**src/common/sound_pkg.sv**
```systemverilog
package sound_pkg;

	typedef logic [9:0] freq_t; // half period in prescaled clocks, 0 is silence.
	typedef logic [5:0] note_cnt_t;

	typedef enum logic [4:0] {
		st_idle,
		st_hit_1, st_hit_2, st_hit_3,
		st_pickup_1, st_pickup_2, st_pickup_3,
		st_bird_1, st_bird_2, st_bird_3,
		st_lvl_1, st_lvl_2, st_lvl_3,
		st_shot_1, st_shot_2, st_shot_3
	} sfx_state_e;

	localparam note_cnt_t NOTE_FRAMES = 6'd32; // frames per note.

	localparam freq_t HIT_N1 = 10'h250;
	localparam freq_t HIT_N2 = 10'h2EA;
	localparam freq_t HIT_N3 = 10'h00F;

	localparam freq_t PICKUP_N1 = 10'h1F2;
	localparam freq_t PICKUP_N2 = 10'h250;
	localparam freq_t PICKUP_N3 = 10'h1BB;

	localparam freq_t BIRD_N1 = 10'h20F;
	localparam freq_t BIRD_N2 = 10'h1D6;
	localparam freq_t BIRD_N3 = 10'h18B;

	localparam freq_t LVL_N = 10'h00F; // same note three times.

	localparam freq_t SHOT_N1 = 10'h2EA;
	localparam freq_t SHOT_N2 = 10'h1F2;
	localparam freq_t SHOT_N3 = 10'h00F;

endpackage

```
**src/common/apb_pkg.sv**
```systemverilog
package apb_pkg;

	typedef logic [7:0] apb_addr_t;
	typedef logic [31:0] apb_data_t;

	// register map.
	localparam apb_addr_t ADDR_TRIG = 8'h00; // write only, event bits 4:0.
	localparam apb_addr_t ADDR_CTRL = 8'h04; // bit 0 mute.
	localparam apb_addr_t ADDR_STATUS = 8'h08; // read only.

	// trigger bit positions.
	localparam int TRIG_PLAYER_HIT = 0;
	localparam int TRIG_PICKUP = 1;
	localparam int TRIG_BIRD_HIT = 2;
	localparam int TRIG_LEVEL_UP = 3;
	localparam int TRIG_SHOT = 4;

endpackage

```
**src/common/sfx_event_if.sv**
```systemverilog
interface sfx_event_if;

	logic player_hit;
	logic pickup;
	logic bird_hit;
	logic level_up;
	logic shot;

	modport source (
		output player_hit, pickup, bird_hit, level_up, shot
	);

	modport sink (
		input player_hit, pickup, bird_hit, level_up, shot
	);

endinterface

```
**src/hw/apb_sound_regs.sv**
```systemverilog
module apb_sound_regs (
	input logic clk,
	input logic resetN,
	input logic psel,
	input logic penable,
	input logic pwrite,
	input apb_pkg::apb_addr_t paddr,
	input apb_pkg::apb_data_t pwdata,
	output apb_pkg::apb_data_t prdata,
	output logic pslverr,
	sfx_event_if.source ev,
	input sound_pkg::freq_t freq,
	input logic sound_en,
	output logic mute
);

	logic access;
	logic is_trig;
	logic is_ctrl;
	logic is_status;
	logic bad_access;
	logic trig_wr;
	logic ctrl_wr;
	logic [4:0] ev_q;

	assign access = psel && penable;
	assign is_trig = (paddr == apb_pkg::ADDR_TRIG);
	assign is_ctrl = (paddr == apb_pkg::ADDR_CTRL);
	assign is_status = (paddr == apb_pkg::ADDR_STATUS);

	// unmapped address, status write or trigger read.
	assign bad_access = !(is_trig || is_ctrl || is_status) ||
		(pwrite && is_status) || (!pwrite && is_trig);

	assign pslverr = access && bad_access;
	assign trig_wr = access && pwrite && is_trig;
	assign ctrl_wr = access && pwrite && is_ctrl;

	always_ff @(posedge clk or negedge resetN) begin
		if (!resetN) begin
			ev_q <= '0;
			mute <= 1'b0;
		end
		else begin
			ev_q <= trig_wr ? pwdata[4:0] : 5'b0; // one cycle pulses.
			if (ctrl_wr) begin
				mute <= pwdata[0];
			end
		end
	end

	assign ev.player_hit = ev_q[apb_pkg::TRIG_PLAYER_HIT];
	assign ev.pickup = ev_q[apb_pkg::TRIG_PICKUP];
	assign ev.bird_hit = ev_q[apb_pkg::TRIG_BIRD_HIT];
	assign ev.level_up = ev_q[apb_pkg::TRIG_LEVEL_UP];
	assign ev.shot = ev_q[apb_pkg::TRIG_SHOT];

	// read data is only driven during a read access.
	always_comb begin
		prdata = '0;
		if (access && !pwrite) begin
			if (is_ctrl) begin
				prdata[0] = mute;
			end
			else if (is_status) begin
				prdata[0] = sound_en;
				prdata[25:16] = freq;
			end
		end
	end

endmodule

```
**src/sound_machine/sound_machine.sv**
```systemverilog
module sound_machine (
	input logic clk,
	input logic resetN,
	input logic frame_tick,
	sfx_event_if.sink ev,
	output sound_pkg::freq_t freq,
	output logic sound_en
);

	sound_pkg::sfx_state_e state;
	sound_pkg::sfx_state_e next_state;
	sound_pkg::note_cnt_t frame_cnt;
	logic [4:0] pending;
	logic [4:0] ev_bits;
	logic note_done;
	logic advance;

	assign ev_bits = {ev.shot, ev.level_up, ev.bird_hit, ev.pickup, ev.player_hit};

	// ends on the tick after NOTE_FRAMES ticks were counted.
	assign note_done = frame_tick && (frame_cnt == sound_pkg::NOTE_FRAMES);
	assign advance = (state == sound_pkg::st_idle) ? (pending != 5'b0) : note_done;

	always_ff @(posedge clk or negedge resetN) begin
		if (!resetN) begin
			state <= sound_pkg::st_idle;
			frame_cnt <= '0;
			pending <= '0;
		end
		else begin
			state <= next_state;
			// new pulses merge into the set, taken ones clear.
			pending <= advance ? ev_bits : (pending | ev_bits);
			if (advance) begin
				frame_cnt <= '0;
			end
			else if (frame_tick && (state != sound_pkg::st_idle)) begin
				frame_cnt <= frame_cnt + 1'b1;
			end
		end
	end

	always_comb begin
		next_state = state;
		if (advance) begin
			if (pending[0]) begin
				next_state = sound_pkg::st_hit_1;
			end
			else if (pending[1]) begin
				next_state = sound_pkg::st_pickup_1;
			end
			else if (pending[2]) begin
				next_state = sound_pkg::st_bird_1;
			end
			else if (pending[3]) begin
				next_state = sound_pkg::st_lvl_1;
			end
			else if (pending[4]) begin
				next_state = sound_pkg::st_shot_1;
			end
			else begin
				case (state)
					sound_pkg::st_hit_1: next_state = sound_pkg::st_hit_2;
					sound_pkg::st_hit_2: next_state = sound_pkg::st_hit_3;
					sound_pkg::st_pickup_1: next_state = sound_pkg::st_pickup_2;
					sound_pkg::st_pickup_2: next_state = sound_pkg::st_pickup_3;
					sound_pkg::st_bird_1: next_state = sound_pkg::st_bird_2;
					sound_pkg::st_bird_2: next_state = sound_pkg::st_bird_3;
					sound_pkg::st_lvl_1: next_state = sound_pkg::st_lvl_2;
					sound_pkg::st_lvl_2: next_state = sound_pkg::st_lvl_3;
					sound_pkg::st_shot_1: next_state = sound_pkg::st_shot_2;
					sound_pkg::st_shot_2: next_state = sound_pkg::st_shot_3;
					default: next_state = sound_pkg::st_idle; // after note 3.
				endcase
			end
		end
	end

	// note table.
	always_comb begin
		case (state)
			sound_pkg::st_hit_1: freq = sound_pkg::HIT_N1;
			sound_pkg::st_hit_2: freq = sound_pkg::HIT_N2;
			sound_pkg::st_hit_3: freq = sound_pkg::HIT_N3;
			sound_pkg::st_pickup_1: freq = sound_pkg::PICKUP_N1;
			sound_pkg::st_pickup_2: freq = sound_pkg::PICKUP_N2;
			sound_pkg::st_pickup_3: freq = sound_pkg::PICKUP_N3;
			sound_pkg::st_bird_1: freq = sound_pkg::BIRD_N1;
			sound_pkg::st_bird_2: freq = sound_pkg::BIRD_N2;
			sound_pkg::st_bird_3: freq = sound_pkg::BIRD_N3;
			sound_pkg::st_lvl_1,
			sound_pkg::st_lvl_2,
			sound_pkg::st_lvl_3: freq = sound_pkg::LVL_N;
			sound_pkg::st_shot_1: freq = sound_pkg::SHOT_N1;
			sound_pkg::st_shot_2: freq = sound_pkg::SHOT_N2;
			sound_pkg::st_shot_3: freq = sound_pkg::SHOT_N3;
			default: freq = '0;
		endcase
	end

	assign sound_en = (state != sound_pkg::st_idle);

endmodule

```
**src/hw/frame_timer.sv**
```systemverilog
module frame_timer #(
	parameter int FRAME_CLKS = 833333
) (
	input logic clk,
	input logic resetN,
	output logic frame_tick
);

	localparam int CNT_W = $clog2(FRAME_CLKS + 1);

	logic [CNT_W-1:0] clk_cnt;
	logic wrap;

	assign wrap = (clk_cnt == CNT_W'(FRAME_CLKS - 1));

	always_ff @(posedge clk or negedge resetN) begin
		if (!resetN) begin
			clk_cnt <= '0;
			frame_tick <= 1'b0;
		end
		else begin
			clk_cnt <= wrap ? '0 : clk_cnt + 1'b1;
			frame_tick <= wrap; // stands in for start of frame.
		end
	end

endmodule

```
**src/hw/tone_gen.sv**
```systemverilog
module tone_gen #(
	parameter int TONE_DIV = 50
) (
	input logic clk,
	input logic resetN,
	input sound_pkg::freq_t freq,
	input logic sound_en,
	input logic mute,
	output logic audio_out
);

	localparam int PRE_W = $clog2(TONE_DIV + 1);

	logic [PRE_W-1:0] pre_cnt;
	sound_pkg::freq_t half_cnt;
	sound_pkg::freq_t freq_q;
	logic tone_on;
	logic freq_chg;
	logic step;
	logic half_done;

	assign tone_on = sound_en && !mute && (freq != '0);
	assign freq_chg = (freq != freq_q);
	assign step = (pre_cnt == PRE_W'(TONE_DIV - 1));
	assign half_done = step && (half_cnt == sound_pkg::freq_t'(freq - 1'b1));

	always_ff @(posedge clk or negedge resetN) begin
		if (!resetN) begin
			pre_cnt <= '0;
			half_cnt <= '0;
			freq_q <= '0;
			audio_out <= 1'b0;
		end
		else begin
			freq_q <= freq;
			if (!tone_on) begin
				pre_cnt <= '0;
				half_cnt <= '0;
				audio_out <= 1'b0;
			end
			else if (freq_chg) begin
				pre_cnt <= '0; // restart the half period.
				half_cnt <= '0;
			end
			else begin
				pre_cnt <= step ? '0 : pre_cnt + 1'b1;
				if (half_done) begin
					half_cnt <= '0;
					audio_out <= !audio_out;
				end
				else if (step) begin
					half_cnt <= half_cnt + 1'b1;
				end
			end
		end
	end

endmodule

```
**src/hw/sound_top.sv**
```systemverilog
module sound_top #(
	parameter int FRAME_CLKS = 833333,
	parameter int TONE_DIV = 50
) (
	input logic clk,
	input logic resetN,
	input logic psel,
	input logic penable,
	input logic pwrite,
	input apb_pkg::apb_addr_t paddr,
	input apb_pkg::apb_data_t pwdata,
	output apb_pkg::apb_data_t prdata,
	output logic pslverr,
	output logic audio_out,
	output logic sound_en
);

	sfx_event_if ev_bus ();

	sound_pkg::freq_t freq;
	logic frame_tick;
	logic mute;

	apb_sound_regs u_regs (
		.clk(clk),
		.resetN(resetN),
		.psel(psel),
		.penable(penable),
		.pwrite(pwrite),
		.paddr(paddr),
		.pwdata(pwdata),
		.prdata(prdata),
		.pslverr(pslverr),
		.ev(ev_bus.source),
		.freq(freq),
		.sound_en(sound_en),
		.mute(mute)
	);

	sound_machine u_seq (
		.clk(clk),
		.resetN(resetN),
		.frame_tick(frame_tick),
		.ev(ev_bus.sink),
		.freq(freq),
		.sound_en(sound_en)
	);

	frame_timer #(.FRAME_CLKS(FRAME_CLKS)) u_frame (
		.clk(clk),
		.resetN(resetN),
		.frame_tick(frame_tick)
	);

	tone_gen #(.TONE_DIV(TONE_DIV)) u_tone (
		.clk(clk),
		.resetN(resetN),
		.freq(freq),
		.sound_en(sound_en),
		.mute(mute),
		.audio_out(audio_out)
	);

endmodule

```
**config.mk**
```make
export PLATFORM = sky130hd
export DESIGN_NAME = sound_top
export DESIGN_NICKNAME = d
export VERILOG_FILES = /design/src/common/sound_pkg.sv /design/src/common/apb_pkg.sv /design/src/common/sfx_event_if.sv /design/src/hw/apb_sound_regs.sv /design/src/sound_machine/sound_machine.sv /design/src/hw/frame_timer.sv /design/src/hw/tone_gen.sv /design/src/hw/sound_top.sv
export SDC_FILE = /design/constraint.sdc
export NUM_CORES = 1
export LEC_CHECK = 0
export ABC_AREA = 1
export BUFFER_PORTS_ARGS = -buffer_cell sky130_fd_sc_hd__buf_2
export CAP_MARGIN = 20
export CELL_PAD_IN_SITES_DETAIL_PLACEMENT = 0
export CELL_PAD_IN_SITES_GLOBAL_PLACEMENT = 1
export CORE_MARGIN = 2
export CORE_UTILIZATION = 37
export DETAILED_ROUTE_END_ITERATION = 8
export PLACE_DENSITY = 0.73
export SLEW_MARGIN = 30
export SYNTH_ARGS = -nofsm -noshare
export SYNTH_HDL_FRONTEND = slang
export SYNTH_SLANG_ARGS = --single-unit
```
**constraint.sdc**
```tcl
create_clock -name clk -period 2.6 [get_ports clk]
set_input_delay 0.13 -clock clk [delete_from_list [all_inputs] [get_ports clk]]
set_output_delay 0.13 -clock clk [all_outputs]
set_load 0.005 [all_outputs]
```
==> summary.txt <==
Worst path depth -> 13
Worst Setup EP -> u_tone.half_cnt[2]
R2R Path Start -> u_seq.state[1]
Root buffer cell -> clkbuf_16
Synth async-reset ratio -> 1.00
Die height -> 114 microns
Sequential share of power -> 0.404
Met1 WL -> 4680 microns
Switching power -> 0.749 mW
Residual DRC -> 0
Starting Density -> 0.376
Row cnt -> 40
Post-synth EDFFs -> 0
Static leakage -> 2.70 nW
Core area -> 0.0119 sq mm
Antenna diodes -> 0
R2R Setup Slk -> 100 ps
Via density -> 4.72
Average cell area after synthesis -> 7.68 sq um
Top-count cell post-synth -> nand2_1
Gr usage total -> 0.161
Slowest stage delay, CP -> 450 ps
Die Wd -> 114 microns
Final nets -> 708
RD Place Congestion -> 0.834
Final setup violation count -> 0
Sequential share of the synthesized area -> 0.388
Share of cells above drive strength 1 -> 0.230
Clk buf depth -> 2
Initial antenna violation count -> 0
# port buffers -> 31
Main synth FF type -> dfrtp_1
Final Critical Period -> 2500 ps
CP Max Fanout -> 6
Final Util -> 0.457
Crit path required time -> 2830 ps
Slowest cell on the critical path -> dfrtp_2
VDD IR max -> 399 uV
Critical path type -> flop to flop
Post-synth top cells -> nand2_1 (119), nor2_1 (71), inv_1 (70), dfrtp_1 (69), nand3_1 (49)
Cells after Synth -> 580
MaxCap Viol Count -> 0
Setup TNS -> 0 ps
Reg2Reg Depth -> 13
Grt total ovfl -> 0
Layout Cells excl Fill -> 800
WL met2 -> 4660 microns
First drt pass iteration count -> 4
Power, Total -> 2.77 mW
WL final -> 9970 microns
Run status -> finished, final reports clean
Area grow syn2layout -> 21.6%
Met3 WL post-DR -> 516 microns
Power Density -> 511 mW/mm^2
CTS tree -> built
Global-route wire length before repair -> 16,400 microns
Comb power frac -> 0.144
Part of the cycle the worst path needs -> 0.963
P_int -> 2.02 mW
Via count -> 3,775
Final Hold Fails -> 0
Later-pin clock latency in the skew report -> 340 ps
Crit path from -> u_seq.state[1]
Worst path cell trace -> buf_6, buf_4, ha_1, or2_2, nand2_4, nand3_1, nor2_1, nand2_1, nand2_1, xnor2_1, nand2_4, nand2_4, o21ai_2
Die area -> 0.0129 sq mm
Synth unique cells -> 41
CP startpoint kind -> flop
Top Layer Used -> met4
Dominant cells by area after synthesis -> dfrtp_1 (39%), nand2_1 (10%), nor2_1 (6.0%), inv_1 (5.9%), nand3_1 (5.5%)
Max frequency -> 400 MHz
Worst reg2reg endpoint -> u_tone.half_cnt[2]
Clock sink total -> 69
Vias in the first global route -> 3,490
Flops & latches, synth -> 69
Num CTS Buffers -> 9
Final setup skew -> 7.51 ps
Ys Warns -> 0
Family with the most delay on the worst path -> simple AND/OR/NAND/NOR gates
Detail Placement HPWL -> 7190 microns
Clock power share -> 0.451
Largest net degree at the start of global routing -> 70
Yosys top cell by area -> dfrtp_1
CP bufs+invs -> 2
Crit. End Element -> flop
Critical Path AT -> 2730 ps
Routed wire per std cell -> 12.5 microns
Post-Syn Area -> 0.00445 sq mm
Final hold slack -> 5.95 ps
First DRT Iteration DRCs -> 130
Cell repeated most along the worst path -> nand2_4
Fraction of power spent switching nets -> 0.271
Max-slew violation count -> 0
Worst-path clk slew -> 60 ps
Tightest Hold Check Type -> input port to flop
Antenna viol nets, final -> 0
H-tree Lvls -> 3
Share of the synthesized area in the top cell type -> 0.388
Top-level I/O count -> 80
RSZ-0062 raised after global routing -> yes
Placed Cells -> 769
[registers in the layout (all words and copies together), names as in the netlist]
register / count
u_seq.pending: 5
u_tone.half_cnt: 10
u_regs.ev_q: 5
u_tone.audio_out: 1
u_frame.frame_tick: 1
u_seq.frame_cnt: 6
u_tone.pre_cnt: 6
u_tone.freq_q: 10
u_regs.mute: 1
u_seq.state: 4
u_frame.clk_cnt: 20
[placed cells by master, fill, tap and decap left out, types with 12 or more instances in the layout]
cell,n
a21oi_1,14
buf_2,31
buf_4,23
conb_1,21
dfrtp_1,68
inv_1,66
nand2_1,112
nand2_2,16
nand2_4,12
nand3_1,45
nor2_1,68
nor3_1,16
o21ai_0,13
xor2_1,19
[area by class of cell]
| cell class | count | area, sq um |
|---|---|---|
| clock buffer | 10 | 239 |
| clock inverter | 6 | 61.3 |
| fill | 1181 | 6450 |
| inverter | 78 | 305 |
| multi-input combinational | 428 | 2480 |
| sequential | 69 | 1730 |
| tap | 147 | 184 |
| timing repair buffer | 62 | 422 |
[worst reg2reg max path, stage by stage, from the launching register on]
cell	delay (ps)
dfrtp_2	450
buf_6	130
buf_4	150
ha_1	210
or2_2	310
nand2_4	110
nand3_1	100
nor2_1	180
nand2_1	110
nand2_1	100
xnor2_1	220
nand2_4	130
nand2_4	140
o21ai_2	70
[how the worst min path moves through the flow]
| stage | start | end | depth (start not counted) |
|---|---|---|---|
| final | pwdata[4] | u_regs.ev_q[4] | 3 |
| after global routing | pwdata[4] | u_regs.ev_q[4] | 3 |
| after CTS | pwdata[4] | u_regs.ev_q[4] | 3 |
| after detailed placement | resetN | u_seq.pending[0] | 2 |
| after global placement | resetN | u_seq.pending[0] | 2 |
| after floorplan | resetN | u_frame.clk_cnt[0] | 0 |
[metal layers]
layer,GRT usage,vias to the layer above
li1,-,1952
met1,0.217,1728
met2,0.255,84
met3,0.0420,11
met4,0.0488,0
met5,0,-
[what timing repair did]
item	4_1_cts	5_1_grt
hold buffers	4	0
setup endpoints to repair	9	13
pin swaps	1	21
endpoints found under the hold margin	72	0
setup buffers	0	11
gates cloned	1	0
resized for setup	3	43
[cells by family after synthesis]
logic type | after synthesis | share of synthesized area
flip-flops | 69 | 0.388
other | 1 | 0.000842
AND/OR/NAND/NOR | 310 | 0.329
adder cells (fa/ha/maj) | 15 | 0.0421
buffers and inverters | 104 | 0.111
XOR/XNOR | 27 | 0.0531
AO/OA/AOI/OAI | 54 | 0.0770
[through the flow]
stage | setup slack, ps | area, sq um
finish | 97.2 | 5420
global route | -95.3 | 5420
CTS | 9.01 | 5170
detailed placement | -5.01 | 4810
global placement | 33.3 | 4810
floorplan | 58.0 | 4530
[power by group through the flow]
stage | clock [mW] | sequential, mW | combinational, mW
2_1_floorplan | 0 | 1.14 | 0.270
3_3_place_gp | 0 | 1.14 | 0.357
3_5_place_dp | 0 | 1.14 | 0.363
4_1_cts | 1.29 | 1.12 | 0.370
5_1_grt | 1.33 | 1.12 | 0.453
6_report | 1.25 | 1.12 | 0.399
No activity file was read; power rests on OpenSTA's default activity.
